### src/verilog/sd_card_pkg.sv
package sd_card_pkg;

    localparam int MEM_ADDR_W = 12;

    // ----------------------------------------------------------------------
    // widths with a meaning
    // ----------------------------------------------------------------------
    typedef logic [7:0]            byte_t;
    typedef logic [MEM_ADDR_W-1:0] mem_addr_t;   // 4 KiB, arguments wrap
    typedef logic [9:0]            blk_len_t;
    typedef logic [15:0]           blk_cnt_t;    // zero is open ended
    typedef logic [5:0]            cmd_index_t;
    typedef logic [31:0]           cmd_arg_t;
    typedef logic [15:0]           crc16_t;
    typedef logic [2:0]            crc_sts_t;

    localparam int CMD_BITS = 47;  // frame bits after the start bit

    // command indices
    localparam cmd_index_t CMD_GO_IDLE         = 6'd0;
    localparam cmd_index_t CMD_STOP            = 6'd12;
    localparam cmd_index_t CMD_SET_BLOCKLEN    = 6'd16;
    localparam cmd_index_t CMD_READ_SINGLE     = 6'd17;
    localparam cmd_index_t CMD_READ_MULTI      = 6'd18;
    localparam cmd_index_t CMD_SET_BLOCK_COUNT = 6'd23;
    localparam cmd_index_t CMD_WRITE_SINGLE    = 6'd24;
    localparam cmd_index_t CMD_WRITE_MULTI     = 6'd25;

    localparam blk_len_t DEFAULT_BLK_LEN = 10'd512;

    // ----------------------------------------------------------------------
    // card timing, in sd_clk cycles
    // ----------------------------------------------------------------------
    localparam int RD_WAIT_CYCLES  = 4;
    localparam int CRC_WAIT_CYCLES = 2;
    localparam int BUSY_CYCLES     = 8;

    // status tokens after a written block
    localparam crc_sts_t CRC_STS_OK  = 3'b010;
    localparam crc_sts_t CRC_STS_ERR = 3'b101;

endpackage
### src/verilog/sd_cmd_decoder.sv
`timescale 1ns/1ns

module sd_cmd_decoder (
    input  logic                   sd_clk,
    input  logic                   rstn,
    input  logic                   cmd_i,
    input  logic                   rd_busy_i,
    input  logic                   wr_busy_i,
    output logic                   rd_start_o,
    output logic                   wr_start_o,
    output logic                   abort_o,
    output sd_card_pkg::mem_addr_t start_addr_o,
    output sd_card_pkg::blk_cnt_t  start_blk_cnt_o,
    output sd_card_pkg::blk_len_t  blk_len_o
);

    typedef enum logic [1:0] {
        DEC_IDLE,
        DEC_SHIFT,
        DEC_EXEC
    } dec_state_t;

    dec_state_t                       state;
    logic [5:0]                       bit_cnt;
    logic [sd_card_pkg::CMD_BITS-1:0] cmd_sr;  // trans, index, arg, crc7, end
    sd_card_pkg::cmd_index_t          cmd_index;
    sd_card_pkg::cmd_arg_t            cmd_arg;
    sd_card_pkg::blk_cnt_t            blk_cnt_q;
    logic                             engines_idle;

    assign cmd_index    = cmd_sr[45:40];
    assign cmd_arg      = cmd_sr[39:8];
    assign engines_idle = ~rd_busy_i & ~wr_busy_i;

    // ----------------------------------------------------------------------
    // frame capture
    // ----------------------------------------------------------------------
    always_ff @(posedge sd_clk or negedge rstn) begin
        if (!rstn) begin
            state   <= DEC_IDLE;
            bit_cnt <= '0;
        end else begin
            case (state)
                DEC_IDLE: begin
                    bit_cnt <= '0;
                    if (!cmd_i)
                        state <= DEC_SHIFT;  // start bit
                end
                DEC_SHIFT: begin
                    if (bit_cnt == 6'(sd_card_pkg::CMD_BITS - 1))
                        state <= DEC_EXEC;
                    else
                        bit_cnt <= bit_cnt + 1'b1;
                end
                default: state <= DEC_IDLE;
            endcase
        end
    end

    always_ff @(posedge sd_clk) begin
        if (state == DEC_SHIFT)
            cmd_sr <= {cmd_sr[sd_card_pkg::CMD_BITS-2:0], cmd_i};  // msb first
    end

    // ----------------------------------------------------------------------
    // command actions
    // ----------------------------------------------------------------------
    always_ff @(posedge sd_clk or negedge rstn) begin
        if (!rstn) begin
            rd_start_o <= 1'b0;
            wr_start_o <= 1'b0;
            abort_o    <= 1'b0;
            blk_len_o  <= sd_card_pkg::DEFAULT_BLK_LEN;
            blk_cnt_q  <= '0;
        end else begin
            rd_start_o <= 1'b0;
            wr_start_o <= 1'b0;
            abort_o    <= 1'b0;
            if (state == DEC_EXEC) begin
                case (cmd_index)
                    sd_card_pkg::CMD_GO_IDLE,
                    sd_card_pkg::CMD_STOP:            abort_o <= 1'b1;
                    sd_card_pkg::CMD_SET_BLOCKLEN:    blk_len_o <= sd_card_pkg::blk_len_t'(cmd_arg);
                    sd_card_pkg::CMD_SET_BLOCK_COUNT: blk_cnt_q <= sd_card_pkg::blk_cnt_t'(cmd_arg);
                    sd_card_pkg::CMD_READ_SINGLE,
                    sd_card_pkg::CMD_READ_MULTI:      rd_start_o <= engines_idle;
                    sd_card_pkg::CMD_WRITE_SINGLE,
                    sd_card_pkg::CMD_WRITE_MULTI:     wr_start_o <= engines_idle;
                    default: ;
                endcase
            end
        end
    end

    // qualified by the start pulses
    always_ff @(posedge sd_clk) begin
        if (state == DEC_EXEC) begin
            start_addr_o <= sd_card_pkg::mem_addr_t'(cmd_arg);
            if (cmd_index == sd_card_pkg::CMD_READ_MULTI ||
                cmd_index == sd_card_pkg::CMD_WRITE_MULTI)
                start_blk_cnt_o <= blk_cnt_q;
            else
                start_blk_cnt_o <= 16'd1;
        end
    end

endmodule

### config.mk
export PLATFORM = sky130hd
export DESIGN_NAME = sd_cmd_decoder
export DESIGN_NICKNAME = d
export VERILOG_FILES = /design/src/verilog/sd_card_pkg.sv /design/src/verilog/sd_cmd_decoder.sv
export SDC_FILE = /design/constraint.sdc
export NUM_CORES = 1
export LEC_CHECK = 0
export BUFFER_PORTS_ARGS = -buffer_cell sky130_fd_sc_hd__buf_2
export CAP_MARGIN = 20
export CORE_MARGIN = 1
export CORE_UTILIZATION = 45
export CTS_CLUSTER_SIZE = 14
export DETAILED_ROUTE_END_ITERATION = 16
export GPL_ROUTABILITY_DRIVEN = 1
export GPL_TIMING_DRIVEN = 0
export PLACE_DENSITY = 0.68
export SYNTH_ARGS = -nofsm -noshare
export SYNTH_HDL_FRONTEND = slang
export SYNTH_SLANG_ARGS = --single-unit
### constraint.sdc
create_clock -name sd_clk -period 1.9 [get_ports sd_clk]
set_input_delay 0.095 -clock sd_clk [delete_from_list [all_inputs] [get_ports sd_clk]]
set_output_delay 0.095 -clock sd_clk [all_outputs]
set_load 0.01 [all_outputs]
# After elaboration in Yosys (flattened, before gate mapping)
# Index checks and enable logic that the tools add are counted.
# Widths: inputs -> output; s select.
totals:
  output_inout_bits: 41
  romBits: 0
  mem_bits_rw: 0
  regBits: 111
  latch_bits: 0
  mem_count: 0
classes:
  magnitude_cmp: 0
  eq_ne: 13
  muxes: 11
  n_div: 0
  add_sub_neg: 1
  shifts: 0
  reduce_logical: 11
  bitwise_logic: 3
  multipliers: 0
op_table:
  columns: ["operator", "n"]
  rows:
  - ["$eq 6x5->1 const B", 6]
  - ["$pmux 6 s2", 1]
  - ["$reduce_and 2->1", 4]
  - ["$add 6x1->6 const B", 1]
  - ["$eq 6x4->1 const B", 1]
  - ["$eq 6x6->1 const B", 1]
  - ["$logic_not 6->1", 1]
  - ["$mux 1", 6]
  - ["$mux 6", 1]
  - ["$ne 2x2->1 const B", 3]
  - ["$reduce_or 2->1", 3]
  - ["$mux 2", 2]
  - ["$pmux 2 s2", 1]
  - ["$eq 2x1->1 const B", 1]
  - ["$eq 2x2->1 const B", 1]
  - ["$logic_not 2->1", 1]
  - ["$not 1->1", 2]
  - ["$reduce_bool 2->1", 1]
  - ["$and 1x1->1", 1]
  - ["$logic_or 1x1->1", 1]

# Depth between registers and ports, before layout
logic_depth:
  depth_word: 4
  mapped_depth: 5
  depth_no_buf: 4

# Worst setup path before layout
# Ideal clock, no wire load.
synth_timing:
  path_kind: "register to register"
  start: "reg state[1]"
  end: "reg cmd_sr[0] (netlist name), enable pin"
  setup_time_ns: 0.401
  stages_incl_launch_ff: 4
  t_arrival_ns: 1.682
  required_time_ns: 1.499
  slack_ns: -0.183
  cell_sequence: "dfrtp_1 -> buf_2 -> or2b_1 -> inv_1"
synth_via:
  elab_chain_len: 1
synth_rtl:
  columns: ["item", "line_no", "source"]
  rows:
  - ["start, declared", "sd_cmd_decoder.sv:23", "dec_state_t state;"]
  - ["start signal, assigned", "sd_cmd_decoder.sv:40", "state <= DEC_IDLE;"]
  - ["start signal, assigned", "sd_cmd_decoder.sv:47", "state <= DEC_SHIFT;"]
  - ["start signal, assigned", "sd_cmd_decoder.sv:51", "state <= DEC_EXEC;"]
  - ["$eq 2x1->1", "sd_cmd_decoder.sv:61", "if (state == DEC_SHIFT)"]
  - ["end signal, assigned", "sd_cmd_decoder.sv:62", "cmd_sr <= {cmd_sr[sd_card_pkg::CMD_BITS-2:0], cmd_i};"]
  - ["end, declared", "sd_cmd_decoder.sv:25", "logic [sd_card_pkg::CMD_BITS-1:0] cmd_sr;"]
# Every way passes these cells.
# A chain may end at the register's enable or synchronous reset.

# Worst setup path after layout
layout_timing:
  start: "reg cmd_sr[40] (netlist name)"
  end: "reg blk_len_o[6]"
layout_via:
  elab_chain_len: 2
layout_rtl:
  columns: ["item", "line_no", "source"]
  rows:
  - ["$eq 6x5->1", "sd_cmd_decoder.sv:80", "case (cmd_index)"]
  - ["$reduce_and 2->1 (no source line)", null, null]
  - ["end signal, assigned", "sd_cmd_decoder.sv:73", "blk_len_o <= sd_card_pkg::DEFAULT_BLK_LEN;"]
  - ["end signal, assigned", "sd_cmd_decoder.sv:83", "sd_card_pkg::CMD_SET_BLOCKLEN: blk_len_o <= sd_card_pkg::blk_len_t'(cmd_arg);"]
  - ["end, declared", "sd_cmd_decoder.sv:14", "output sd_card_pkg::blk_len_t blk_len_o"]
# Every way passes these cells.

==> results_dict.tcl <==
set metrics [dict create \
    design_area_sq_um 4698 \
    crit_buf_inv 1 \
    dr_total_vias 1948 \
    muxShareOfSynthArea_pct 8.841 \
    yosysSeqAreaShare_pct 79.48 \
    critPathMaxFanout 5 \
    p_per_area_nw_per_um2 1302 \
    ys_ff_latch 111 \
    hold_violations 0 \
    status "finished, violations left" \
    max-vdd-ir-drop_mv 0.6427 \
    nets 284 \
    async_reset_ff_share_pct 33.33 \
    arrival_ns 2.20 \
    clock_sinks 111 \
    synth_top_family_by_area "multiplexers" \
    final_cell_mix "74 x edfxtp_1, 45 x buf_2, 36 x dfrtp_1" \
    critPathCaptureType "flip-flop" \
    wl_per_cell_microns 16.19 \
    clock-root-buffer "clkbuf_8" \
    fp.dieH_microns 95.84 \
    postSynthNetCount 213 \
    synth_ff_type "edfxtp_1" \
    setup_violations 10 \
    clock_latency_ns 0.36 \
    post-dp-hpwl_mm 3.570 \
    fin_crit_ns 1.954 \
    rows 33 \
    synth_edf_count 74 \
    dpl_cell_area_sq_um 4332 \
    cts_tree "yes" \
    start_util_pct 47.28 \
    clockBufferDepth 2 \
    rsz0062_at_grt "true" \
    worst_slew_pin_slew_ns 0.8793 \
    drive_gt1_share_pct 39.36 \
    core_sq_um 8382 \
    max_slew_margin_pct 41.38 \
    ys_types 43 \
    failed_checks "negative setup slack" \
    cpMaxStageDelayCell "or4b_4" \
    grtUsageTotal_pct 14.54 \
    area_growth_pct 18.57 \
    gp_congestion 0.7902 \
    io_buffers 45 \
    synth_area_per_cell_sq_um 19.24 \
    dp_worst_setup_slack_ns -0.3162 \
    p_leak_nw 1.929 \
    cpLargestDelayFamily "simple AND/OR/NAND/NOR gates" \
    die_w_microns 95.84 \
    p_clk_share_pct 24.2 \
    max_stage_delay_ns 0.51 \
    synth_area_sq_um 3963 \
    h-tree-depth 3 \
    timing.final.crit_share_pct 102.8 \
    drc 0 \
    synth-simple-area-share_pct 6.599 \
    die_area_sq_um 9185 \
    yosys-top-cells-area "edfxtp_1 56%, dfrtp_1 23%, mux2_2 4.5%" \
    swShare_pct 26.04 \
    wl_mm 6.266 \
    final.setup.worst_slack_ns -0.05350 \
    grt_overflow 0 \
    intPower_w 0.004523 \
    drt_iter0_drc 69 \
    synth_xor_area_share_pct 0.4421 \
    grt_first_pass_wirelength_mm 9.577 \
    clk_pin_slew_ns 0.09 \
    dp.cells 356 \
    fmax_mhz 511.9 \
    path_cells "or4b_4 -> or3_4 -> buf_8 -> mux2_4" \
    crit_path_start_kind "flip-flop" \
    synth.largest_area_cell "edfxtp_1" \
    io_pins 46 \
    synth_compound_area_share_pct 2.558 \
    criticalPathCategory "flip-flop to flip-flop" \
    cap_violations 0 \
    avgViaCountPerCell 5.034 \
    antenna_found_initial 0 \
    layoutNonFillerInstCount 387 \
    worstPathRequired_ns 2.14 \
    pwr-share-seq_pct 63.0 \
    slew_viol_final 0 \
    grt_pass1_vias 1838 \
    power_switching_w 0.001593 \
    synth_fa_ha_area_share_pct 0.6315 \
    hp-class "primary input to flip-flop" \
    comb_power_share_pct 12.8 \
    synthesis.instances 206 \
    ys_warn_count 0 \
    cts_buffers 9 \
    grt_max_degree 38 \
    final_common_cell "edfxtp_1" \
    synth_top_area_share_pct 56.08 \
    diodes 0 \
    ant_nets 0 \
    drtPass1Iterations 4 \
    fin_worst_skew_ns 0.009198 \
]
## routing by layer
| layer | up-vias | wire, microns | GRT usage [%] |
|---|---|---|---|
| met4 | 0 | 56 | 3.234 |
| met1 | 984 | 2963 | 20.35 |
| met2 | 42 | 3020 | 21.90 |
| li1 | 915 | - | - |
| met5 | - | 0 | 0 |
| met3 | 7 | 226 | 5.292 |
## sequential cells by signal, indices dropped and copies added (netlist names)
register	flops
abort_o	1
bit_cnt	6
blk_cnt_q	16
blk_len_o	10
cmd_sr	46
rd_start_o	1
start_addr_o	12
start_blk_cnt_o	16
state	2
wr_start_o	1
## final cells by class
cell class	count	area (sq um)
plain buffers	4	38.79
clock buffers	10	127.6
clock inverters	6	83.83
fillers	650	3684
inverters	5	26.28
multi-input cells	85	784.5
flip-flops and latches	111	3149
well taps	105	131.4
repair buffers	58	334.1
repair inverters	3	22.52
## final timing paths
| path | from | endpoint | slack [ns] | cells past startpoint |
|---|---|---|---|---|
| setup / recovery | cmd_sr[40]$_DFFE_PP_ | blk_len_o[6]$_DFFE_PN0P_ | -0.05 | 4 |
| hold / removal | wr_busy_i | rd_start_o$_DFF_PN0_ | 0.01 | 3 |
| setup reg to reg | cmd_sr[40]$_DFFE_PP_ | blk_len_o[6]$_DFFE_PN0P_ | -0.05 | 4 |
| hold reg to reg | cmd_sr[24]$_DFFE_PP_ | cmd_sr[25]$_DFFE_PP_ | 0.42 | 0 |
| max in group asynchronous | rstn | blk_cnt_q[14]$_DFFE_PN0P_ | 0.95 | 2 |
| min in group asynchronous | rstn | blk_len_o[4]$_DFFE_PN0P_ | 0.39 | 2 |
## through the flow
step,hold WS [ns],util [%],TNS (ns),total power (W)
2_1_floorplan,-0.2006,-,0,0.004233
3_3_place_gp,0.2749,51.68,-16.21,0.004482
3_5_place_dp,0.2869,51.68,-18.87,0.004524
4_1_cts,0.003009,55.32,-0.5835,0.006056
5_1_grt,0.001162,56.05,-0.6633,0.006412
6_report,0.01447,56.05,-0.4157,0.006116
## synth_stat cells, types with 5 or more instances
| cell | n |
|---|---|
| edfxtp_1 | 74 |
| dfrtp_1 | 36 |
| and2_1 | 16 |
| mux2_2 | 16 |
| mux2_4 | 10 |
| inv_1 | 5 |
## repair_timing
action | 4_1_cts | 5_1_grt
hold buffers | 2 | 1
endpoints found under the setup margin | 105 | 90
cloned | 2 | 2
hold endpoints to repair | 38 | 2
pin swaps | 1 | 2
gates resized for setup | 9 | 6
setup buffers | 4 | 5
## power by group through the flow
| stage | registers, W | logic (W) | clock network [W] |
|---|---|---|---|
| after detailed placement | 0.00394 | 0.000586 | 0 |
| after floorplan | 0.00377 | 0.000461 | 0 |
| after CTS | 0.00388 | 0.000662 | 0.00151 |
| final | 0.00385 | 0.000782 | 0.00148 |
| after global placement | 0.00391 | 0.000571 | 0 |
| after global routing | 0.00393 | 0.000864 | 0.00161 |
## logic make-up (layout without fill, tap and decap cells)
logic type	count (synthesis)	in the layout
compound gates	14	14
xor+xnor	2	2
fa+ha+maj	2	2
buf+inv	10	86
flops	111	111
mux	28	28
simple gates	39	39
## worst min-delay path, delay by kind of cell
family / cells / cell delay, ns
simple gates: 2 / 0.16
buf+inv: 1 / 0.08
Power figures use the tool's default switching activity.
