==> src/verilog/sd_card_pkg.sv <==
package sd_card_pkg;

    localparam int MEM_ADDR_W = 12;

    // ----------------------------------------------------------------------
    // widths with a meaning
    // ----------------------------------------------------------------------
    typedef logic [7:0]            byte_t;
    typedef logic [MEM_ADDR_W-1:0] mem_addr_t;   // 4 KiB, arguments wrap
    typedef logic [9:0]            blk_len_t;
    typedef logic [15:0]           blk_cnt_t;    // zero is open ended
    typedef logic [5:0]            cmd_index_t;
    typedef logic [31:0]           cmd_arg_t;
    typedef logic [15:0]           crc16_t;
    typedef logic [2:0]            crc_sts_t;

    localparam int CMD_BITS = 47;  // frame bits after the start bit

    // command indices
    localparam cmd_index_t CMD_GO_IDLE         = 6'd0;
    localparam cmd_index_t CMD_STOP            = 6'd12;
    localparam cmd_index_t CMD_SET_BLOCKLEN    = 6'd16;
    localparam cmd_index_t CMD_READ_SINGLE     = 6'd17;
    localparam cmd_index_t CMD_READ_MULTI      = 6'd18;
    localparam cmd_index_t CMD_SET_BLOCK_COUNT = 6'd23;
    localparam cmd_index_t CMD_WRITE_SINGLE    = 6'd24;
    localparam cmd_index_t CMD_WRITE_MULTI     = 6'd25;

    localparam blk_len_t DEFAULT_BLK_LEN = 10'd512;

    // ----------------------------------------------------------------------
    // card timing, in sd_clk cycles
    // ----------------------------------------------------------------------
    localparam int RD_WAIT_CYCLES  = 4;
    localparam int CRC_WAIT_CYCLES = 2;
    localparam int BUSY_CYCLES     = 8;

    // status tokens after a written block
    localparam crc_sts_t CRC_STS_OK  = 3'b010;
    localparam crc_sts_t CRC_STS_ERR = 3'b101;

endpackage
==> src/verilog/sd_blk_read.sv <==
`timescale 1ns/1ns

module sd_blk_read (
    input  logic                   sd_clk,
    input  logic                   rstn,
    input  logic                   start_i,
    input  logic                   abort_i,
    input  sd_card_pkg::mem_addr_t start_addr_i,
    input  sd_card_pkg::blk_cnt_t  blk_cnt_i,
    input  sd_card_pkg::blk_len_t  blk_len_i,
    input  logic                   mem_ready_i,
    input  sd_card_pkg::byte_t     mem_rdata_i,
    output logic                   mem_valid_o,
    output sd_card_pkg::mem_addr_t mem_addr_o,
    output logic                   busy_o,
    output logic                   dat_o,
    output logic                   dat_oe_o
);

    typedef enum logic [2:0] {
        RD_IDLE,
        RD_WAIT,
        RD_START,
        RD_DATA,
        RD_CRC,
        RD_END
    } rd_state_t;

    rd_state_t             state;
    logic [3:0]            cnt;       // wait, data bit and crc bit count
    sd_card_pkg::blk_len_t byte_cnt;
    sd_card_pkg::blk_cnt_t blk_rem;   // stays zero when open ended
    sd_card_pkg::byte_t    shift;
    sd_card_pkg::crc16_t   crc;
    logic                  mem_ack;
    logic                  last_byte;
    logic                  stall;

    assign last_byte = (byte_cnt == blk_len_i - 1'b1);

    // first byte in the last wait cycle, the others one bit early
    assign mem_valid_o = (state == RD_WAIT && cnt == 4'(sd_card_pkg::RD_WAIT_CYCLES - 2)) ||
                         (state == RD_DATA && cnt == 4'd6 && !last_byte);
    assign stall    = mem_valid_o & ~mem_ready_i;
    assign busy_o   = (state != RD_IDLE);
    assign dat_oe_o = state inside {RD_START, RD_DATA, RD_CRC, RD_END};

    always_comb begin
        case (state)
            RD_DATA: dat_o = shift[7];
            RD_CRC:  dat_o = crc[4'd15 - cnt];
            RD_END:  dat_o = 1'b1;
            default: dat_o = 1'b0;  // start bit
        endcase
    end

    always_ff @(posedge sd_clk or negedge rstn) begin
        if (!rstn) begin
            state      <= RD_IDLE;
            cnt        <= '0;
            byte_cnt   <= '0;
            blk_rem    <= '0;
            mem_addr_o <= '0;
            mem_ack    <= 1'b0;
        end else if (abort_i) begin
            state   <= RD_IDLE;
            cnt     <= '0;
            mem_ack <= 1'b0;
        end else begin
            mem_ack <= mem_valid_o & mem_ready_i;
            if (mem_valid_o && mem_ready_i)
                mem_addr_o <= mem_addr_o + 1'b1;
            case (state)
                RD_IDLE: begin
                    if (start_i) begin
                        state      <= RD_WAIT;
                        cnt        <= '0;
                        mem_addr_o <= start_addr_i;
                        blk_rem    <= blk_cnt_i;
                    end
                end
                RD_WAIT: begin
                    if (!stall) begin
                        if (cnt == 4'(sd_card_pkg::RD_WAIT_CYCLES - 2)) begin
                            state <= RD_START;
                            cnt   <= '0;
                        end else begin
                            cnt <= cnt + 1'b1;
                        end
                    end
                end
                RD_START: begin
                    state    <= RD_DATA;
                    byte_cnt <= '0;
                end
                RD_DATA: begin
                    if (!stall) begin
                        cnt <= cnt + 1'b1;
                        if (cnt == 4'd7) begin
                            cnt <= '0;
                            if (last_byte)
                                state <= RD_CRC;
                            else
                                byte_cnt <= byte_cnt + 1'b1;
                        end
                    end
                end
                RD_CRC: begin
                    cnt <= cnt + 1'b1;  // wraps to zero after bit 0
                    if (cnt == 4'd15)
                        state <= RD_END;
                end
                RD_END: begin
                    if (blk_rem != '0)
                        blk_rem <= blk_rem - 1'b1;
                    state <= (blk_rem == 16'd1) ? RD_IDLE : RD_WAIT;
                end
                default: state <= RD_IDLE;
            endcase
        end
    end

    always_ff @(posedge sd_clk) begin
        if (mem_ack)
            shift <= mem_rdata_i;
        else if (state == RD_DATA && !stall)
            shift <= {shift[6:0], 1'b0};
    end

    sd_crc16 i_crc16 (
        .sd_clk  (sd_clk),
        .rstn    (rstn),
        .clear_i (state == RD_START),
        .en_i    (state == RD_DATA && !stall),
        .bit_i   (shift[7]),
        .crc_o   (crc)
    );

endmodule

==> src/verilog/sd_crc16.sv <==
`timescale 1ns/1ns

module sd_crc16 (
    input  logic                sd_clk,
    input  logic                rstn,
    input  logic                clear_i,
    input  logic                en_i,
    input  logic                bit_i,
    output sd_card_pkg::crc16_t crc_o
);

    logic fb;

    assign fb = bit_i ^ crc_o[15];

    // x^16 + x^12 + x^5 + 1, zero seed
    always_ff @(posedge sd_clk or negedge rstn) begin
        if (!rstn) begin
            crc_o <= '0;
        end else if (clear_i) begin
            crc_o <= '0;
        end else if (en_i) begin
            crc_o <= {crc_o[14:0], 1'b0} ^ (fb ? 16'h1021 : 16'h0000);
        end
    end

endmodule

==> config.mk <==
export PLATFORM = sky130hd
export DESIGN_NAME = sd_blk_read
export DESIGN_NICKNAME = d
export VERILOG_FILES = /design/src/verilog/sd_card_pkg.sv /design/src/verilog/sd_blk_read.sv /design/src/verilog/sd_crc16.sv
export SDC_FILE = /design/constraint.sdc
export NUM_CORES = 1
export LEC_CHECK = 0
export BUFFER_PORTS_ARGS = -buffer_cell sky130_fd_sc_hd__buf_2
export CORE_MARGIN = 4
export CORE_UTILIZATION = 50
export DETAILED_ROUTE_END_ITERATION = 8
export GPL_ROUTABILITY_DRIVEN = 0
export PLACE_DENSITY = 0.72
export SLEW_MARGIN = 20
export SYNTH_ARGS = -nofsm -noshare
export SYNTH_HDL_FRONTEND = slang
export SYNTH_HIERARCHICAL = 1
export SYNTH_SLANG_ARGS = --single-unit
==> constraint.sdc <==
create_clock -name sd_clk -period 3.39 [get_ports sd_clk]
set_clock_uncertainty 0.05 [all_clocks]
set_input_delay 0.5085 -clock sd_clk [delete_from_list [all_inputs] [get_ports sd_clk]]
set_output_delay 0.5085 -clock sd_clk [all_outputs]
set_load 0.01 [all_outputs]
* Yosys cells after proc, flatten, opt, wreduce, memory -nomap -nowiden
Index checks and enable logic that the tools add are counted.
** Word-level totals
- Register bits :: 70
- Input bits :: 51
- Output and inout port bits :: 16
** Operators by class
- $add $sub $neg :: 6
- Order comparisons :: 1
- Equal/unequal tests :: 23
- Muxes and demuxes :: 36
- Bitwise logic cells :: 6
- Reduce and logical (&&, ||, !) cells :: 21
** Operators with widths (count)
- $mux 16 :: 4
- $mux 12 :: 3
- $pmux 16 s2 :: 1
- $mux 10 :: 3
- $mux 3 :: 8
- $mux 4 :: 6
- $pmux 10 s2 :: 1
- $pmux 3 s6 :: 1
- $eq 16x1->1 const B :: 1
- $mux 8 :: 2
- $pmux 4 s4 :: 1
- $reduce_bool 16->1 :: 1
- $sub 16x1->16 const B :: 1
- $xor 16x16->16 :: 1
- $mux 13 :: 1
- $add 12x1->12 const B :: 1
- $ne 3x3->1 const B :: 4
- $add 10x1->10 const B :: 1
- $eq 10x10->1 :: 1
- $sub 10x1->10 const B :: 1
- $ne 3x2->1 const B :: 3
- $eq 4x3->1 const B :: 2
- $reduce_and 4->1 :: 2
- $reduce_bool 2->1 :: 4
- other kinds (25) :: 39

* Logic depth before layout (Yosys ltp)
- Depth in word-level cells :: 10
- Gate-level depth with buffers :: 15
- Depth with buffers taken out :: 12

* By module
Netlist, hierarchy kept.
** Modules (own cells, without submodules)
- sd_blk_read :: instances 1, cells each 443, area each 3687.3 µm², seq. area each 1391.3 µm²
- sd_crc16 :: instances 1, cells each 58, area each 688.2 µm², seq. area each 400.4 µm²

* Worst setup path before layout
No wires, ideal clock.
- Path type :: input to register
- From :: input port blk_len_i[0]
- To :: register i_crc16.crc_o[4]
- Library setup time :: 0.132 ns
- Arrival time :: 3.056 ns
- Setup slack :: 0.152 ns
- Stages on the path :: 11
- Path buffers :: 3
- Path through :: or4_4 > or4_1 > a221o_1 > o21ai_2 > and2_1 > buf_4 > o21a_1 > buf_4 > buf_4 > mux2i_1 > nor2_1
** Between the ends
- Word-level cells in the longest chain between the ends :: 9
** RTL lines
- start: declaration :: RTL line sd_blk_read.sv:10 : input sd_card_pkg::blk_len_t blk_len_i,
- $sub 10x1->10 :: RTL line sd_blk_read.sv:39 : assign last_byte = (byte_cnt == blk_len_i - 1'b1);
- $eq 10x10->1 :: RTL line sd_blk_read.sv:39
- $logic_not 1->1 :: RTL line sd_blk_read.sv:43 : (state == RD_DATA && cnt == 4'd6 && !last_byte);
- $logic_and 1x1->1 :: RTL line sd_blk_read.sv:43
- $logic_or 1x1->1 :: RTL line sd_blk_read.sv:42 : assign mem_valid_o = (state == RD_WAIT && cnt == 4'(sd_card_pkg::RD_WAIT_CYCLES - 2)) ||
- $and 1x1->1 :: RTL line sd_blk_read.sv:44 : assign stall = mem_valid_o & ~mem_ready_i;
- $logic_not 1->1 :: RTL line sd_blk_read.sv:134 : .en_i (state == RD_DATA && !stall),
- $logic_and 1x1->1 :: RTL line sd_blk_read.sv:134
- $reduce_bool 2->1 (no line)
- end signal: assignment :: RTL line sd_crc16.sv:23 : crc_o <= {crc_o[14:0], 1'b0} ^ (fb ? 16'h1021 : 16'h0000);
- end: declaration :: RTL line sd_crc16.sv:9 : output sd_card_pkg::crc16_t crc_o
No other way between the ends.
A chain may end at the register's enable or synchronous reset.

* Worst setup path in the final report
- From :: input port blk_len_i[0]
- To :: output port mem_valid_o
** Between the ends
- Word-level cells in the longest chain between the ends :: 5
** RTL lines
- $sub 10x1->10 :: RTL line sd_blk_read.sv:39
- $eq 10x10->1 :: RTL line sd_blk_read.sv:39
- $logic_not 1->1 :: RTL line sd_blk_read.sv:43
- $logic_and 1x1->1 :: RTL line sd_blk_read.sv:43
- $logic_or 1x1->1 :: RTL line sd_blk_read.sv:42
- end: declaration :: RTL line sd_blk_read.sv:13 : output logic mem_valid_o,
No other way between the ends.

==> metrics.md <==
| Metric | Value |
|---|---|
| Sequential area share after synthesis | ~41% |
| Antenna violations before repair | 0 |
| CP max stage cell | or4_4 |
| Grt ovf | 0 |
| Mapped cell area | ~4400 µm² |
| Pin count of the biggest net entering global routing | 45 |
| Num rows | 33 |
| CTS root buf | clkbuf_8 |
| H-Tree Depth | 3 |
| Setup Crit Path Kind | input port to primary output |
| Final Cell Area | 5110 µm² |
| Nets | 624 |
| WL/cell | about 15 µm |
| Area delta synth->final | 16.8% |
| Crit-path max FO | 8 |
| Die height | 102 µm |
| Detailed Route WL | between 10000 and 15000 µm |
| Clock Path Buffers | 2 |
| Commonest non-fill, non-tap cell in the layout | nor2_1 |
| Sw Share | a little over a third |
| Clk slew on worst S/H paths | ~0.080 ns |
| Post-Synth Simple-Gate Area | 24.4% |
| Worst slew pin tran | around 0.70 ns |
| DRC Markers | 0 |
| Combinational fraction of design power | 30.1% |
| Startpoint types | input port |
| Layout cell share with drive strength beyond 1 | 20.7% |
| Syn Area/Cell | roughly 8.7 µm² |
| Adder-cell share of the synthesized area | under 10% |
| Detailed-route via count | just under 4000 |
| Compound-Gate Fraction of Synth Area | 17.1% |
| Required time of the worst setup path | 2.83 ns |
| Leak | between 2 and 2.5 nW |
| Endpoints failing hold | 0 |
| Global Route Usage Sum | 21.0% |
| Final period util | a little over nine tenths |
| Ant diodes | 0 |
| Post-synth net total | approximately 560 |
| Xor/xnor cell area share of the yosys netlist | ~3.8% |
| Area of placed instances | 4830 µm² |
| Crit path DAT | roughly 2.7 ns |
| RSZ-0062 raised after global routing | no |
| Peak VDD IR | roughly 0.32 mV |
| Cells along the critical path | buf_2 > or4_4 > or4_1 > a221o_1 > o21ai_2 > and2_4 > buf_4 > inv_2 > buf_2 |
| DRT iter0 DRCs | 183 |
| Max_slew headroom | a little over half |
| Hold Crit Class | input port to async pin |
| Cells after Synth | ~500 |
| Worst Setup End Kind | primary output |
| I/O pin total | 67 |
| Pre-Repair DR Iteration Count | 4 |
| EDFF count, synth | 8 |
| Most used cell, CP | buf_2 |
| CTS tree | yes |
| Sum of negative setup slack | 0 ns |
| Pins over their slew limit | 0 |
| Sequential Power Share | ~42% |
| M2 GR Usage | around a third |
| Clock network power share | approximately 28% |
| Commonest non-fill, non-tap cells in the layout | nor2_1, buf_2, dfrtp_1 |
| Core area | between 8000 and 9000 µm² |
| Max stage delay on crit path | 0.55 ns |
| First-pass GRT wire length | roughly 17000 µm |
| Pwr per Cell Area | 624 nW/µm² |
| Initial core utilization | between 50% and 60% |
| GR Util met1 | a little over a quarter |
| Switching Power | between 0.001 and 0.0015 W |
| Routed Antenna Nets | 0 |
| Internal power | 0.00205 W |
| Drt via density | around 5.8 |
| DIE AREA | 10300 µm² |
| Main combinational cell family by area after synthesis | simple AND/OR/NAND/NOR gates |
| Most Crowded Layer GR | met2 |
| Multiplexer share of the synthesized area | around 8% |
| Synthesis-stage register bit count | 70 |
| Non-filler instance count after layout | around 680 |
| Clock Sinks | 70 |
| GRT met3 Usage | about 4.6% |
| IO Port Bufs | 66 |
| Min cycle time layout | ~3.3 ns |
| Final setup violation count | 0 |
| Die Wd | a little over 100 µm |
| Post-DP HPWL | around 7500 µm |
| Status | finished clean |
| Ys async rst share | about 89% |
| FMAX | between 300 and 400 MHz |
| Synth cell types | 61 |
| YS warnings | 6 |
| Vias in the first global route | approximately 3800 |
| CTS buffer count | 9 |
| Max-cap viol count | 0 |
| Placed instance count | about 660 |
| Top_reg_cell synth | dfrtp_1 |
| Worst-skew pair later-pin latency | about 0.35 ns |
[synthesized netlist by cell type (all sizes together) (6+ instances only)]
cell / instances / area (µm²)
mux2i: 18 / 180
nand3b: 6 / 45.0
nor4: 8 / 50.1
nand2b: 9 / 56.3
clkbuf: 23 / 90.1
and3: 11 / 68.8
nand4: 6 / 37.5
buf: 6 / 33.8
o21ai: 35 / 179
edfxtp: 8 / 240
dfrtp: 62 / 1550
ha: 7 / 87.6
nand3: 13 / 65.1
nor3: 25 / 125
mux2: 7 / 78.8
nand2: 45 / 169
xnor2: 11 / 96.3
xor2: 8 / 70.1
nor2: 72 / 270
a21oi: 31 / 159
inv: 11 / 41.3
o211ai: 6 / 50.1
a311oi: 6 / 52.6
[worst max-delay path, delay by kind of cell]
kind	cells	cell delay [ns]
simple gates	3	1.22
buf+inv	4	0.45
compound gates	2	0.57
[kinds of logic (layout without fill, tap and decap cells)]
group                    Yosys count  in the layout
AND/OR/NAND/NOR                  219            219
AO/OA/AOI/OAI                    117            117
flip-flops                        70             70
buffers and inverters             40            110
multiplexers                      29             29
XOR/XNOR                          19             19
adder cells (fa/ha/maj)            7              7
[layout make-up]
type	instances	area [µm²]
clock buffers	11	163
clock inverters	5	103
fillers	738	3270
inverters	11	41.3
multi-input cells	391	2420
flip-flops and latches	70	1790
well taps	105	131
repair buffers	83	460
[state kept, by name, summed over array words and instances (netlist names)]
register and cells:
blk_rem 16, state 3, shift 8, i_crc16/crc_o 16, byte_cnt 10, cnt 4
mem_addr_o 12, mem_ack 1
[path summary, 6_finish.rpt]
kind,to,start,depth (start not counted),slack [ns]
max in group asynchronous,cnt[3],rstn,2,2.56
min reg2reg,blk_rem[15],blk_rem[15],2,0.45
min,i_crc16/crc_o[10],rstn,1,0.11
min in group sd_clk,mem_addr_o[2],start_addr_i[2],3,0.33
max reg2reg,i_crc16/crc_o[5],byte_cnt[9],9,0.56
max,mem_valid_o,blk_len_i[0],9,0.09
[power by group through the flow]
stage	Clock, W	Combinational [W]	Sequential, W
after floorplan	0	0.000687	0.00129
after global placement	0	0.000925	0.00135
after detailed placement	0	0.000960	0.00136
after CTS	0.000893	0.000969	0.00135
after global routing	0.000936	0.00109	0.00139
final	0.000883	0.000961	0.00135
[metrics by stage]
step	util (%)	setup WS, ns	hold slack [ns]	total power (W)
2_1_floorplan	-	0.153	0.163	0.00198
3_3_place_gp	57.7	0.0870	0.422	0.00227
3_5_place_dp	57.7	0.0697	0.441	0.00232
4_1_cts	60.8	0.0679	0.311	0.00321
5_1_grt	61.0	0.00486	0.145	0.00342
6_report	61.0	0.0882	0.111	0.00319
[layer usage]
metal	up-vias	wire length (µm)
met5	-	0
met4	0	125
met3	13	481
met2	77	5210
met1	1899	4640
li1	1955	-
[repair_timing]
action,in CTS,in global routing
resized for setup,0,1
setup endpoints to repair,0,1
setup buffers,0,1
hold buffers,0,0
Note: power is estimated with default switching activity, not from simulation.
