File: src/verilog/sd_card_pkg.sv
package sd_card_pkg;

    localparam int MEM_ADDR_W = 12;

    // ----------------------------------------------------------------------
    // widths with a meaning
    // ----------------------------------------------------------------------
    typedef logic [7:0]            byte_t;
    typedef logic [MEM_ADDR_W-1:0] mem_addr_t;   // 4 KiB, arguments wrap
    typedef logic [9:0]            blk_len_t;
    typedef logic [15:0]           blk_cnt_t;    // zero is open ended
    typedef logic [5:0]            cmd_index_t;
    typedef logic [31:0]           cmd_arg_t;
    typedef logic [15:0]           crc16_t;
    typedef logic [2:0]            crc_sts_t;

    localparam int CMD_BITS = 47;  // frame bits after the start bit

    // command indices
    localparam cmd_index_t CMD_GO_IDLE         = 6'd0;
    localparam cmd_index_t CMD_STOP            = 6'd12;
    localparam cmd_index_t CMD_SET_BLOCKLEN    = 6'd16;
    localparam cmd_index_t CMD_READ_SINGLE     = 6'd17;
    localparam cmd_index_t CMD_READ_MULTI      = 6'd18;
    localparam cmd_index_t CMD_SET_BLOCK_COUNT = 6'd23;
    localparam cmd_index_t CMD_WRITE_SINGLE    = 6'd24;
    localparam cmd_index_t CMD_WRITE_MULTI     = 6'd25;

    localparam blk_len_t DEFAULT_BLK_LEN = 10'd512;

    // ----------------------------------------------------------------------
    // card timing, in sd_clk cycles
    // ----------------------------------------------------------------------
    localparam int RD_WAIT_CYCLES  = 4;
    localparam int CRC_WAIT_CYCLES = 2;
    localparam int BUSY_CYCLES     = 8;

    // status tokens after a written block
    localparam crc_sts_t CRC_STS_OK  = 3'b010;
    localparam crc_sts_t CRC_STS_ERR = 3'b101;

endpackage
File: src/verilog/sd_blk_write.sv
`timescale 1ns/1ns

module sd_blk_write (
    input  logic                   sd_clk,
    input  logic                   rstn,
    input  logic                   start_i,
    input  logic                   abort_i,
    input  sd_card_pkg::mem_addr_t start_addr_i,
    input  sd_card_pkg::blk_cnt_t  blk_cnt_i,
    input  sd_card_pkg::blk_len_t  blk_len_i,
    input  logic                   dat_i,
    input  logic                   mem_ready_i,
    output logic                   mem_valid_o,
    output sd_card_pkg::mem_addr_t mem_addr_o,
    output sd_card_pkg::byte_t     mem_wdata_o,
    output logic                   busy_o,
    output logic                   dat_o,
    output logic                   dat_oe_o
);

    typedef enum logic [2:0] {
        WR_IDLE,
        WR_START,
        WR_DATA,
        WR_CRC,
        WR_CRC_WAIT,
        WR_STS,
        WR_BUSY
    } wr_state_t;

    wr_state_t             state;
    logic [3:0]            cnt;
    sd_card_pkg::blk_len_t byte_cnt;
    sd_card_pkg::blk_cnt_t blk_rem;
    sd_card_pkg::byte_t    byte_sr;
    sd_card_pkg::crc16_t   crc;
    sd_card_pkg::crc_sts_t sts;
    logic                  crc_err;
    logic                  last_byte;

    assign last_byte = (byte_cnt == blk_len_i - 1'b1);
    assign sts       = crc_err ? sd_card_pkg::CRC_STS_ERR : sd_card_pkg::CRC_STS_OK;
    assign busy_o    = (state != WR_IDLE);
    assign dat_oe_o  = state inside {WR_STS, WR_BUSY};

    // token frame is 0, status msb first, 1; busy drives low
    always_comb begin
        dat_o = 1'b0;
        if (state == WR_STS) begin
            case (cnt)
                4'd0:    dat_o = 1'b0;
                4'd1:    dat_o = sts[2];
                4'd2:    dat_o = sts[1];
                4'd3:    dat_o = sts[0];
                default: dat_o = 1'b1;
            endcase
        end
    end

    // ----------------------------------------------------------------------
    // block receive and status
    // ----------------------------------------------------------------------
    always_ff @(posedge sd_clk or negedge rstn) begin
        if (!rstn) begin
            state       <= WR_IDLE;
            cnt         <= '0;
            byte_cnt    <= '0;
            blk_rem     <= '0;
            mem_addr_o  <= '0;
            mem_valid_o <= 1'b0;
            crc_err     <= 1'b0;
        end else if (abort_i) begin
            state       <= WR_IDLE;
            cnt         <= '0;
            mem_valid_o <= 1'b0;
        end else begin
            if (mem_valid_o && mem_ready_i) begin
                mem_valid_o <= 1'b0;
                mem_addr_o  <= mem_addr_o + 1'b1;
            end
            case (state)
                WR_IDLE: begin
                    if (start_i) begin
                        state      <= WR_START;
                        mem_addr_o <= start_addr_i;
                        blk_rem    <= blk_cnt_i;
                    end
                end
                WR_START: begin
                    cnt      <= '0;
                    byte_cnt <= '0;
                    crc_err  <= 1'b0;
                    if (!dat_i)
                        state <= WR_DATA;
                end
                WR_DATA: begin
                    cnt <= cnt + 1'b1;
                    if (cnt == 4'd7) begin
                        cnt         <= '0;
                        mem_valid_o <= 1'b1;  // post the finished byte
                        if (last_byte)
                            state <= WR_CRC;
                        else
                            byte_cnt <= byte_cnt + 1'b1;
                    end
                end
                WR_CRC: begin
                    cnt <= cnt + 1'b1;
                    if (dat_i != crc[4'd15 - cnt])
                        crc_err <= 1'b1;
                    if (cnt == 4'd15)
                        state <= WR_CRC_WAIT;
                end
                WR_CRC_WAIT: begin  // end bit, then the turnaround
                    cnt <= cnt + 1'b1;
                    if (cnt == 4'(sd_card_pkg::CRC_WAIT_CYCLES)) begin
                        state <= WR_STS;
                        cnt   <= '0;
                    end
                end
                WR_STS: begin
                    cnt <= cnt + 1'b1;
                    if (cnt == 4'd4) begin
                        state <= WR_BUSY;
                        cnt   <= '0;
                    end
                end
                WR_BUSY: begin
                    cnt <= cnt + 1'b1;
                    if (cnt == 4'(sd_card_pkg::BUSY_CYCLES - 1)) begin
                        cnt <= '0;
                        if (blk_rem != '0)
                            blk_rem <= blk_rem - 1'b1;
                        state <= (blk_rem == 16'd1) ? WR_IDLE : WR_START;
                    end
                end
                default: state <= WR_IDLE;
            endcase
        end
    end

    always_ff @(posedge sd_clk) begin
        if (state == WR_DATA)
            byte_sr <= {byte_sr[6:0], dat_i};
        if (state == WR_DATA && cnt == 4'd7)
            mem_wdata_o <= {byte_sr[6:0], dat_i};
    end

    sd_crc16 i_crc16 (
        .sd_clk  (sd_clk),
        .rstn    (rstn),
        .clear_i (state == WR_START),
        .en_i    (state == WR_DATA),
        .bit_i   (dat_i),
        .crc_o   (crc)
    );

endmodule

File: src/verilog/sd_crc16.sv
`timescale 1ns/1ns

module sd_crc16 (
    input  logic                sd_clk,
    input  logic                rstn,
    input  logic                clear_i,
    input  logic                en_i,
    input  logic                bit_i,
    output sd_card_pkg::crc16_t crc_o
);

    logic fb;

    assign fb = bit_i ^ crc_o[15];

    // x^16 + x^12 + x^5 + 1, zero seed
    always_ff @(posedge sd_clk or negedge rstn) begin
        if (!rstn) begin
            crc_o <= '0;
        end else if (clear_i) begin
            crc_o <= '0;
        end else if (en_i) begin
            crc_o <= {crc_o[14:0], 1'b0} ^ (fb ? 16'h1021 : 16'h0000);
        end
    end

endmodule

File: config.mk
export PLATFORM = sky130hd
export DESIGN_NAME = sd_blk_write
export DESIGN_NICKNAME = d
export VERILOG_FILES = /design/src/verilog/sd_card_pkg.sv /design/src/verilog/sd_blk_write.sv /design/src/verilog/sd_crc16.sv
export SDC_FILE = /design/constraint.sdc
export NUM_CORES = 1
export LEC_CHECK = 0
export BUFFER_PORTS_ARGS = -buffer_cell sky130_fd_sc_hd__buf_2
export CAP_MARGIN = 20
export CORE_MARGIN = 10
export CORE_UTILIZATION = 30
export CTS_CLUSTER_SIZE = 40
export DETAILED_ROUTE_END_ITERATION = 16
export SYNTH_ARGS = -nofsm -noshare
export SYNTH_HDL_FRONTEND = slang
export SYNTH_SLANG_ARGS = --single-unit
export TNS_END_PERCENT = 1
File: constraint.sdc
create_clock -name sd_clk -period 6.95 [get_ports sd_clk]
set_clock_uncertainty 0.15 [all_clocks]
set_input_delay 1.0425 -clock sd_clk [delete_from_list [all_inputs] [get_ports sd_clk]]
set_output_delay 1.0425 -clock sd_clk [all_outputs]
set_load 0.005 [all_outputs]
## Word-level counts from Yosys, hierarchy flattened

Index checks and enable logic that the tools add are counted.
Widths: inputs -> output; s select.

- Add/subtract/negate cells: 6
- Magnitude comparators: 1
- Equality and inequality tests: 29
- Multiplexer cells: 40
- Bitwise logic cells: 3
- Reductions and logical operators: 16

Operators with widths:

| kind | number |
|---|---|
| $mux 16 | 5 |
| $mux 12 | 3 |
| $pmux 16 s2 | 1 |
| $mux 3 | 10 |
| $pmux 3 s7 | 1 |
| $mux 10 | 2 |
| $pmux 10 s2 | 1 |
| $pmux 4 s5 | 1 |
| $ne 3x3->1 const B | 6 |
| $eq 16x1->1 const B | 1 |
| $mux 4 | 4 |
| $reduce_bool 16->1 | 1 |
| $sub 16x1->16 const B | 1 |
| $xor 16x16->16 | 1 |
| $mux 13 | 1 |
| $add 12x1->12 const B | 1 |
| $add 10x1->10 const B | 1 |
| $eq 10x10->1 | 1 |
| $sub 10x1->10 const B | 1 |
| $eq 3x3->1 const B | 3 |
| $eq 4x2->1 const B | 2 |
| $eq 4x3->1 const B | 2 |
| $mux 1 | 8 |
| $ne 2x2->1 const B | 4 |
| 26 further kinds | 33 |

- Flip-flop bits (word level): 78
- Logic and storage cells: 105

## Logic depth before layout (Yosys ltp)

Gate-level depths: netlist of the first run.

- Depth after elaboration: 6
- Gate-level depth with buffers: 10
- Mapped depth without buffers: 9

## Cells and area by module

A second synthesis of the first run with hierarchy kept.

- Cell total of the unflattened synthesis: 514
- Area, all modules: 4663.2 um^2

By module, submodules not included:

| module | instances | cells an instance | area each (um^2) | sequential area each (um^2) |
|---|---|---|---|---|
| sd_blk_write | 1 | 456 | 3975.1 | 1626.6 |
| sd_crc16 | 1 | 58 | 688.2 | 400.4 |

## Worst setup path before layout of the first run

No wires, ideal clock.

- Path kind: input-to-reg
- Start point: input port blk_len_i[0]
- End point: register byte_cnt[7]
- Setup time: 153 ps
- Arrival: 2528 ps
- Required time: 6647 ps
- Setup slack: 4119 ps
- Stages on the path: 10
- Cells stage by stage: inv_1 ha_1 nor3b_1 xnor2_1 nor3_1 nand4_1 o21ai_2 buf_2 nand3b_1 a21oi_1

- Cells in the longest elaborated chain, start to end: 4

RTL lines:

| item | line | RTL |
|---|---|---|
| start: declaration | sd_blk_write.sv:10 | `input sd_card_pkg::blk_len_t blk_len_i,` |
| $sub 10x1->10 | sd_blk_write.sv:41 | `assign last_byte = (byte_cnt == blk_len_i - 1'b1);` |
| $eq 10x10->1 | sd_blk_write.sv:41 |  |
| $ne 2x2->1 (no line) | - |  |
| $reduce_and 4->1 (no line) | - |  |
| end signal: assignment | sd_blk_write.sv:104 | `byte_cnt <= byte_cnt + 1'b1;` |
| end: declaration | sd_blk_write.sv:33 | `sd_card_pkg::blk_len_t byte_cnt;` |

Every way passes these cells.
A chain may end at the register's enable or synchronous reset.

## Worst setup path in the final report of the first run

- Start point: register cnt[0]
- End point: output port dat_o

- Cells in the longest elaborated chain, start to end: 3
- Elaborated cells between the ends (all ways): 6
- Classes of those cells: eq/ne (3); mux (2); reduce/logical (1)

RTL lines:

| item | line | RTL |
|---|---|---|
| start: declaration | sd_blk_write.sv:32 | `logic [3:0] cnt;` |
| start signal: assignment | sd_blk_write.sv:97 | `cnt <= cnt + 1'b1;` |
| start signal: assignment | sd_blk_write.sv:108 | `cnt <= cnt + 1'b1;` |
| start signal: assignment | sd_blk_write.sv:115 | `cnt <= cnt + 1'b1;` |
| $eq 4x2->1, or another cell as far along | sd_blk_write.sv:50 | `case (cnt)` |
| $pmux 1 s4 * | sd_blk_write.sv:50 |  |
| $mux 1 * | sd_blk_write.sv:49 | `if (state == WR_STS) begin` |
| end: declaration | sd_blk_write.sv:17 | `output logic dat_o,` |

Every way passes the cells marked *; elsewhere a longest branch is shown, timed or not.

==> impl_metrics.json, run 1 <==
{
  "start_util_pct": 30.8,
  "fin_area_mm2": 0.00524,
  "syn_nets": 541,
  "setup_viol": 0,
  "ys_types": 63,
  "cp_slowest_cell": "dfrtp_1",
  "min_from": "byte_sr[6]",
  "gp_congestion": 0.856,
  "grt_pass1_vias": 3744,
  "cp.required_ns": 5.76,
  "hpwlAfterDp_um": 7960,
  "grtUsageTotal_pct": 11.2,
  "syn-instance-count": 488,
  "final_nets": 595,
  "fp.dieArea_mm2": 0.0203,
  "status": "finished, final reports clean",
  "crit_path_start_kind": "register",
  "postCtsSetupBuffers": 0,
  "wire_per_inst_um": 15.4,
  "io_buffers": 67,
  "hold_end": "mem_wdata_o[7]",
  "clk_pin_slew_ns": 0.06,
  "ys_async_sr_fraction_pct": 80.8,
  "crit_path_max_fanout": 8,
  "hold_depth": 0,
  "first_pass_iters": 4,
  "critical_path_arrival_ns": 2.15,
  "cp_slowest_stage_delay_ns": 0.57,
  "crit_chain": "inv_1, ha_1, o41ai_1, nor2_1, nor3_1, buf_2",
  "overflow": 0,
  "numClockSinks": 78,
  "r2r-start": "state[1]",
  "ys_ff_latch": 78,
  "die_w_um": 142,
  "grt_first_pass_wirelength_um": 18800,
  "cts_made_buffers": 9,
  "cts-root-buf": "clkbuf_16",
  "placed_area_mm2": 0.00492,
  "core_area_mm2": 0.0146,
  "htree_levels": 3,
  "r2r_setup_slack_ns": 4.15,
  "setup_tns_ns": 0,
  "yosysMostFrequentCell": "dfrtp_1",
  "min_period_over_period_pct": 48.2,
  "power_mw": 1.71,
  "fin_ws_ns": 3.60,
  "synthFlopType": "dfrtp_1",
  "fp.dieH_um": 142,
  "p_leak_nw": 2.12,
  "cts_resized": 0,
  "row_count": 44,
  "yosysSeqAreaShare_pct": 45.2,
  "cts_tree": "done",
  "grt_max_degree": 64,
  "wl_um": 11200,
  "irDropWorstVdd_mv": 0.184,
  "first_iter_violations": 234,
  "drc": 0,
  "synth_area_mm2": 0.00449,
  "hold_buffers": 0,
  "slew_viol_final": 0,
  "synth_edf_count": 15,
  "insertion_delay_ns": 0.35,
  "cts.path.max_buffers": 2,
  "synthTopCellsByArea": "dfrtp_1, edfxtp_1, a21oi_1, nor2_1, o21ai_0",
  "post-route-util_pct": 35.9,
  "yosysWarnings": 0,
  "slew_headroom_pct": 36.2,
  "reg2reg_depth": 6,
  "final-hold-violation-count": 0,
  "tightest_slew_ns": 0.954,
  "place_inst": 715,
  "via_per_inst": 5.29,
  "final_cells": 731,
  "critPathKind": "reg -> out",
  "fmax_mhz": 299,
  "antenna_cells": 0,
  "period_minus_slack_ns": 3.35,
  "cp-end-kind": "primary output",
  "synthTopCellsByCount": "dfrtp_1, nor2_1, a21oi_1, nand2_1, o21ai_0",
  "r2r-end": "byte_cnt[3]",
  "cellPowerDensity_mw_per_mm2": 327,
  "rsz0062_at_grt": "no",
  "hold_ws_ns": 0.274,
  "vias": 3867,
  "area_growth_pct": 16.8,
  "pre_cts_ws_ns": 3.69,
  "avgSynthCellArea_um2": 9.20,
  "io_pins": 68,
  "antenna_left": 0,
  "antenna_found_initial": 0,
  "synth.top_cell.area_share_pct": 35.1,
  "hold_path_class": "reg -> reg",
  "cap_violations": 0,
  "drive_gt1_share_pct": 18.6,
  "yosysTopAreaCell": "dfrtp_1"
}
==> cells in the final DEF (no fill, tap or decap), types with 2 or more instances in the layout <==
cell type   synthesis  layout
a21oi_1            49      49
a22o_1             14      14
a22oi_1             3       3
a311oi_1            2       2
a31oi_1             7       7
and2_1              2       2
and3_1              4       4
buf_2               4      67
bufinv_16           0       2
clkbuf_16           0       9
clkinvlp_4          0       2
dfrtp_1            63      63
edfxtp_1           15      15
ha_1                9       9
inv_1              18      18
mux2i_1             2       2
mux4_2              5       5
nand2_1            42      42
nand2b_1            4       4
nand3_1            19      19
nand4_1             6       6
nor2_1             57      57
nor3_1             20      20
nor3b_1             5       5
nor4_1              3       3
o211ai_1            3       3
o21a_1              2       2
o21ai_0            39      39
o22a_1              7       7
o22ai_1             4       4
o31ai_1             3       3
o32ai_1             2       2
o41ai_1             3       3
or3_1               6       6
or4_1               3       3
xnor2_1            14      14
xor2_1              5       5
==> critical path: cells and delay by family, from the launching register on <==
| kind | cells | cell delay, ns |
|---|---|---|
| flops | 1 | 0.57 |
| compound gates | 1 | 0.37 |
| buf+inv | 2 | 0.33 |
| simple gates | 2 | 0.28 |
| fa+ha+maj | 1 | 0.27 |
==> power breakdown <==
part / internal (mW) / switching, mW
Sequential: 0.584 / 0.136
Combinational: 0.195 / 0.282
Clock: 0.316 / 0.200
Total: 1.09 / 0.618
==> per-layer routing <==
layer	share of wire, %	GRT usage, %	up-vias
li1	-	-	1890
met1	47	14.4	1871
met2	46	17.2	95
met3	5.8	4.81	11
met4	0.78	2.50	0
met5	0	0	-
==> flip-flops by register name, indices dropped and copies added, names as in the netlist <==
signal         cells
cnt                4
byte_cnt          10
mem_addr_o        12
mem_wdata_o        8
crc_err            1
blk_rem           16
state              3
mem_valid_o        1
i_crc16.crc_o     16
byte_sr            7
==> logic make-up after synthesis <==
kind of cell | count (synthesis) | share of synthesized area, %
buffers and inverters | 44 | 4.71
AND/OR/NAND/NOR | 179 | 19.3
flip-flops | 78 | 45.2
adder cells (fa/ha/maj) | 9 | 2.51
AO/OA/AOI/OAI | 151 | 21.4
multiplexers | 8 | 3.21
XOR/XNOR | 19 | 3.71
==> cell type report <==
| cell class | instances | area, µm² |
|---|---|---|
| clock buffer | 9 | 225 |
| clock inverter | 7 | 97.6 |
| fill | 1467 | 9350 |
| inverter | 19 | 71.3 |
| multi-input combinational | 366 | 2250 |
| sequential | 78 | 2030 |
| tap | 184 | 230 |
| timing repair buffer | 68 | 343 |
==> worst max path at each step <==
| stage | to | start | cells past startpoint |
|---|---|---|---|
| after floorplan | byte_cnt[7] | blk_len_i[0] | 10 |
| after global placement | byte_cnt[3] | blk_len_i[2] | 8 |
| after detailed placement | byte_cnt[3] | blk_len_i[2] | 8 |
| after CTS | dat_o | cnt[0] | 6 |
| after global routing | dat_o | cnt[0] | 6 |
| final | dat_o | cnt[0] | 6 |
Power figures use the tool's default switching activity.
==> run 2, diff against run 1 <==
--- a/config.mk
+++ b/config.mk
@@ -5,6 +5,7 @@
 export SDC_FILE = /design/constraint.sdc
 export NUM_CORES = 1
 export LEC_CHECK = 0
+export ABC_AREA = 1
 export BUFFER_PORTS_ARGS = -buffer_cell sky130_fd_sc_hd__buf_2
 export CAP_MARGIN = 20
 export CORE_MARGIN = 10
==> constraint.sdc (replaced) <==
create_clock -name sd_clk -period 3.3 [get_ports sd_clk]
set_clock_uncertainty 0.15 [all_clocks]
set_input_delay 0.495 -clock sd_clk [delete_from_list [all_inputs] [get_ports sd_clk]]
set_output_delay 0.495 -clock sd_clk [all_outputs]
set_load 0.005 [all_outputs]
==> impl_metrics.json, run 2 <==
{
  "status": "finished, final reports clean",
  "drc": 0,
  "hpwlAfterDp_um": 8470,
  "postCtsSetupBuffers": 0,
  "fin_ws_ns": 0.551,
  "antenna_left": 0,
  "io_buffers": 67,
  "final_nets": 724,
  "setup_tns_ns": 0,
  "row_count": 45,
  "critical_path_arrival_ns": 2.10,
  "gp_congestion": 0.847,
  "slew_viol_final": 0,
  "htree_levels": 3,
  "yosysSeqAreaShare_pct": 43.8,
  "wire_per_inst_um": 13.1,
  "crit_chain": "inv_1, ha_1, inv_1, o211ai_1, o21ai_0, inv_1, buf_2",
  "p_leak_nw": 2.49,
  "top_regs": "blk_rem (16), i_crc16.crc_o (16), mem_addr_o (12)",
  "io_pins": 68,
  "syn-instance-count": 607,
  "core_area_mm2": 0.0151,
  "final_common_cell": "nand2_1",
  "start_util_pct": 30.6,
  "vias": 4104,
  "synthTopCellsByCount": "nand2_1, inv_1, nor2_1, dfrtp_1, o21ai_0",
  "ys_ff_latch": 78,
  "hold_buffers": 0,
  "synth_area_mm2": 0.00463,
  "cts_made_buffers": 9,
  "die_w_um": 144,
  "crit_path_start_kind": "register",
  "ys_async_sr_fraction_pct": 80.8,
  "pre_cts_ws_ns": 0.715,
  "min_period_over_period_pct": 83.3,
  "first_pass_iters": 4,
  "avgSynthCellArea_um2": 7.63,
  "clk_pin_slew_ns": 0.06,
  "cp.required_ns": 2.65,
  "area_growth_pct": 18.2,
  "cp-end-kind": "primary output",
  "grt_first_pass_wirelength_um": 18800,
  "ys_types": 41,
  "first_iter_violations": 194,
  "fp.dieH_um": 144,
  "wl_um": 11300,
  "syn_nets": 660,
  "crit_path_max_fanout": 16,
  "irDropWorstVdd_mv": 0.332,
  "grtUsageTotal_pct": 11.2,
  "cts_resized": 0,
  "via_per_inst": 4.75,
  "hold_path_class": "in -> async",
  "fmax_mhz": 364,
  "final-hold-violation-count": 0,
  "antenna_cells": 0,
  "cp_slowest_cell": "dfrtp_1",
  "antenna_found_initial": 0,
  "grt_max_degree": 37,
  "rsz0062_at_grt": "no",
  "numClockSinks": 78,
  "cp_common_cell": "inv_1",
  "slew_headroom_pct": 48.8,
  "cts.path.max_buffers": 2,
  "insertion_delay_ns": 0.34,
  "cts_tree": "done",
  "synthTopCellsByArea": "dfrtp_1, nand2_1, edfxtp_1, inv_1, nor2_1",
  "grt_pass1_vias": 3930,
  "fp.dieArea_mm2": 0.0208,
  "layout_common_cells": "nand2_1, inv_1, buf_2, nor2_1, dfrtp_1",
  "setup_viol": 0,
  "num-fill-cells": 1594,
  "cp_slowest_stage_delay_ns": 0.62,
  "yosysMostFrequentCell": "nand2_1",
  "yosysTopAreaCell": "dfrtp_1",
  "tightest_slew_ns": 0.765,
  "synthFlopType": "dfrtp_1",
  "overflow": 0,
  "drive_gt1_share_pct": 14.9,
  "critPathKind": "reg -> out",
  "cellPowerDensity_mw_per_mm2": 655,
  "power_mw": 3.59,
  "period_minus_slack_ns": 2.75,
  "cts-root-buf": "clkbuf_16",
  "cap_violations": 0,
  "multi_input_area_mm2": 0.00219,
  "synth.top_cell.area_share_pct": 34.1,
  "ff_latch_area_mm2": 0.00203,
  "synth_edf_count": 15,
  "yosysWarnings": 0
}
[run 2: cell types whose count changed after synthesis, moves of 14 or more]
cell,change
a21oi_1,-23
nor3_1,-15
nand3_1,+23
nand2_1,+82
o22ai_1,+17
inv_1,+61
a22o_1,-14
[run 2: final timing paths]
path	from	cells past startpoint	slack (ns)	end
max in group asynchronous	rstn	2	2.30	byte_cnt[4]
setup reg to reg	cnt[0]	9	0.70	state[0]
hold / removal	rstn	1	0.05	blk_rem[0]
min in group sd_clk	blk_cnt_i[11]	3	0.26	blk_rem[11]
hold reg to reg	byte_sr[6]	0	0.27	mem_wdata_o[7]
setup / recovery	cnt[0]	7	0.55	dat_o
[run 2: final cells by class]
cell class / instances / area share, %
clock buffers: 9 / 4.12
clock inverters: 7 / 1.51
inverters: 85 / 5.88
multi-input cells: 424 / 40.0
flip-flops and latches: 78 / 37.0
well taps: 188 / 4.30
repair buffers: 73 / 7.18
[run 2: cell families after synthesis]
logic type               count (synthesis)  share of synthesized area (%)
buffers and inverters                  105                           8.95
flip-flops                              78                           43.8
XOR/XNOR                                24                           4.54
AO/OA/AOI/OAI                          133                           16.5
AND/OR/NAND/NOR                        258                           23.8
adder cells (fa/ha/maj)                  9                           2.43
[run 2: worst max-delay path: cells and delay by family, from the launching register on]
kind,cells,cell delay [ns]
AO/OA/AOI/OAI,2,0.36
adder cells (fa/ha/maj),1,0.28
buffers and inverters,4,0.50
flip-flops,1,0.62
[run 2: metrics by stage]
step | hold WS [ns] | util, % | cells | instance area [µm²]
floorplan | 0.0494 | - | 607 | 4630
global placement | 0.260 | 34.1 | 848 | 5160
detailed placement | 0.255 | 34.1 | 848 | 5160
CTS | 0.0729 | 36.1 | 864 | 5470
global route | 0.0975 | 36.1 | 864 | 5470
finish | 0.0548 | 36.1 | 864 | 5470
[run 2: metal layers]
metal	wire length, µm	global-route usage (%)	up-vias
met2	4900	16.7	75
met3	677	4.20	8
met5	0	0	-
met1	5600	14.7	1867
li1	-	-	2154
met4	107	2.98	0
[run 2: power by group]
part	leakage (nW)	internal, mW	switching, mW	total (mW)
clock	0.149	0.598	0.428	1.03
sequential	0.954	1.22	0.205	1.42
combinational	1.39	0.403	0.733	1.14
total	2.49	2.22	1.37	3.59
==> run 3, diff against run 2 <==
--- a/config.mk
+++ b/config.mk
@@ -5,7 +5,7 @@
 export SDC_FILE = /design/constraint.sdc
 export NUM_CORES = 1
 export LEC_CHECK = 0
-export ABC_AREA = 1
+export ABC_AREA = 0
 export BUFFER_PORTS_ARGS = -buffer_cell sky130_fd_sc_hd__buf_2
 export CAP_MARGIN = 20
 export CORE_MARGIN = 10
==> constraint.sdc (replaced) <==
create_clock -name sd_clk -period 2.6 [get_ports sd_clk]
set_clock_uncertainty 0.15 [all_clocks]
set_input_delay 0.39 -clock sd_clk [delete_from_list [all_inputs] [get_ports sd_clk]]
set_output_delay 0.39 -clock sd_clk [all_outputs]
set_load 0.005 [all_outputs]
==> impl_metrics.json, run 3 (synthesis gave the netlist of run 1 again) <==
{
  "status": "finished, final reports clean",
  "area_growth_pct": 20.0,
  "pwr-share-seq_pct": 40.8,
  "grt_first_pass_wirelength_um": 19100,
  "htree_levels": 3,
  "crit_chain": "inv_1, buf_4, ha_1, o41ai_1, nor2_1, nor3_2, buf_2",
  "clkPwrFrac_pct": 28.3,
  "reg2reg_depth": 6,
  "hpwlAfterDp_um": 8570,
  "drc": 0,
  "numClockSinks": 78,
  "insertion_delay_ns": 0.35,
  "start_util_pct": 30.8,
  "critPathKind": "reg -> out",
  "overflow": 0,
  "wire_per_inst_um": 15.6,
  "grt_pass1_vias": 3810,
  "cts_tree": "done",
  "swShare_pct": 36.8,
  "r2r-end": "cnt[2]",
  "cap_violations": 0,
  "final-hold-violation-count": 0,
  "cp-end-kind": "primary output",
  "first_iter_violations": 299,
  "final_nets": 614,
  "core_area_mm2": 0.0146,
  "wl_um": 11700,
  "cts.path.max_buffers": 2,
  "antenna_left": 0,
  "fin_area_mm2": 0.00539,
  "setup_viol": 0,
  "p_int_mw": 2.93,
  "hold_path_class": "in -> reg",
  "antenna_cells": 0,
  "layout_common_cells": "buf_2, dfrtp_1, nor2_1, a21oi_1, nand2_1",
  "final_common_cell": "buf_2",
  "crit_path_start_kind": "register",
  "rsz0062_at_grt": "no",
  "top_regs": "blk_rem (16), i_crc16.crc_o (16), mem_addr_o (12)",
  "via_per_inst": 5.27,
  "slew_viol_final": 0,
  "grtUsageTotal_pct": 11.5,
  "first_pass_iters": 4,
  "power_mw": 4.63,
  "row_count": 44,
  "cp_slowest_cell": "dfrtp_2",
  "grt_max_degree": 30,
  "antenna_found_initial": 0,
  "slew_headroom_pct": 36.0,
  "crit_buf_inv": 3,
  "clk_pin_slew_ns": 0.06,
  "cp.depth": 7,
  "critical_path_arrival_ns": 1.95,
  "tightest_slew_ns": 0.953,
  "min_period_over_period_pct": 95.8,
  "power_switching_mw": 1.70,
  "hold_depth": 3,
  "comb_power_share_pct": 31.0,
  "io_buffers": 67,
  "cp.required_ns": 2.06,
  "crit_path_start": "cnt[0]",
  "fmax_mhz": 401,
  "cts-root-buf": "clkbuf_16",
  "cellPowerDensity_mw_per_mm2": 860,
  "cp_slowest_stage_delay_ns": 0.39,
  "irDropWorstVdd_mv": 0.384,
  "crit_end": "dat_o",
  "cts_made_buffers": 9,
  "path_delay_family": "flip-flops",
  "fp.dieH_um": 142,
  "r2r-start": "state[0]",
  "p_leak_nw": 2.21,
  "gp_congestion": 0.838,
  "die_w_um": 142,
  "setup_tns_ns": 0,
  "fp.dieArea_mm2": 0.0203,
  "drive_gt1_share_pct": 21.4,
  "placed_area_mm2": 0.00506,
  "vias": 3954,
  "period_minus_slack_ns": 2.49,
  "crit_path_max_fanout": 4,
  "io_pins": 68,
  "r2r_setup_slack_ns": 0.20,
  "num-fill-cells": 1464
}
==> run 3: per-stage QoR <==
| step | instances | utilization [%] | hold WS, ns | setup slack, ns |
|---|---|---|---|---|
| 2_1_floorplan | 488 | - | -0.0556 | 0.159 |
| 3_3_place_gp | 732 | 34.7 | 0.254 | 0.0764 |
| 3_5_place_dp | 732 | 34.7 | 0.257 | -0.0212 |
| 4_1_cts | 750 | 36.9 | 0.120 | 0.0332 |
| 5_1_grt | 750 | 36.9 | 0.135 | 0.0319 |
| 6_report | 750 | 36.9 | 0.134 | 0.108 |
==> run 3: layout make-up <==
class / instances / area (µm²) / area share (%)
multi-input cells: 366 / 2250 / 41.9
flip-flops and latches: 78 / 2030 / 37.7
repair buffers: 87 / 500 / 9.29
well taps: 184 / 230 / 4.28
clock buffers: 10 / 229 / 4.25
clock inverters: 6 / 71.3 / 1.32
inverters: 19 / 71.3 / 1.32
==> run 3: worst min-delay path by stage <==
stage / startpoint / endpoint
final: blk_cnt_i[0] / blk_rem[0]
after global routing: blk_cnt_i[0] / blk_rem[0]
after CTS: blk_cnt_i[0] / blk_rem[0]
after detailed placement: byte_sr[6] / mem_wdata_o[7]
after global placement: byte_sr[6] / mem_wdata_o[7]
after floorplan: rstn / blk_rem[0]
==> run 3: what timing repair did <==
action / 4_1_cts / 5_1_grt
pin swaps: 0 / 0
setup endpoints to repair: 1 / 1
hold buffers: 1 / 0
gates resized for setup: 1 / 1
setup buffers: 1 / 0
hold endpoints to repair: 23 / 0
==> run 3: power by group through the flow <==
stage	clock (mW)	combinational [mW]	sequential, mW
after global placement	0	1.39	1.89
after CTS	1.35	1.44	1.89
after floorplan	0	1.01	1.81
after detailed placement	0	1.42	1.91
final	1.31	1.43	1.89
after global routing	1.39	1.63	1.94
==> run 3: routing by layer <==
| layer | track usage, % | routed length, µm | vias up |
|---|---|---|---|
| met5 | 0 | 0 | - |
| met4 | 3.83 | 108 | 0 |
| met3 | 4.21 | 628 | 8 |
| met2 | 17.3 | 5420 | 89 |
| met1 | 14.9 | 5530 | 1915 |
| li1 | - | - | 1942 |
==> run 3: worst reg2reg max path, delay by kind of cell, from the launching register on <==
family             cells  cell delay, ns
AOI/OAI and AO/OA      3            0.73
and+or+nand+nor        3            0.91
DFF                    1            0.55
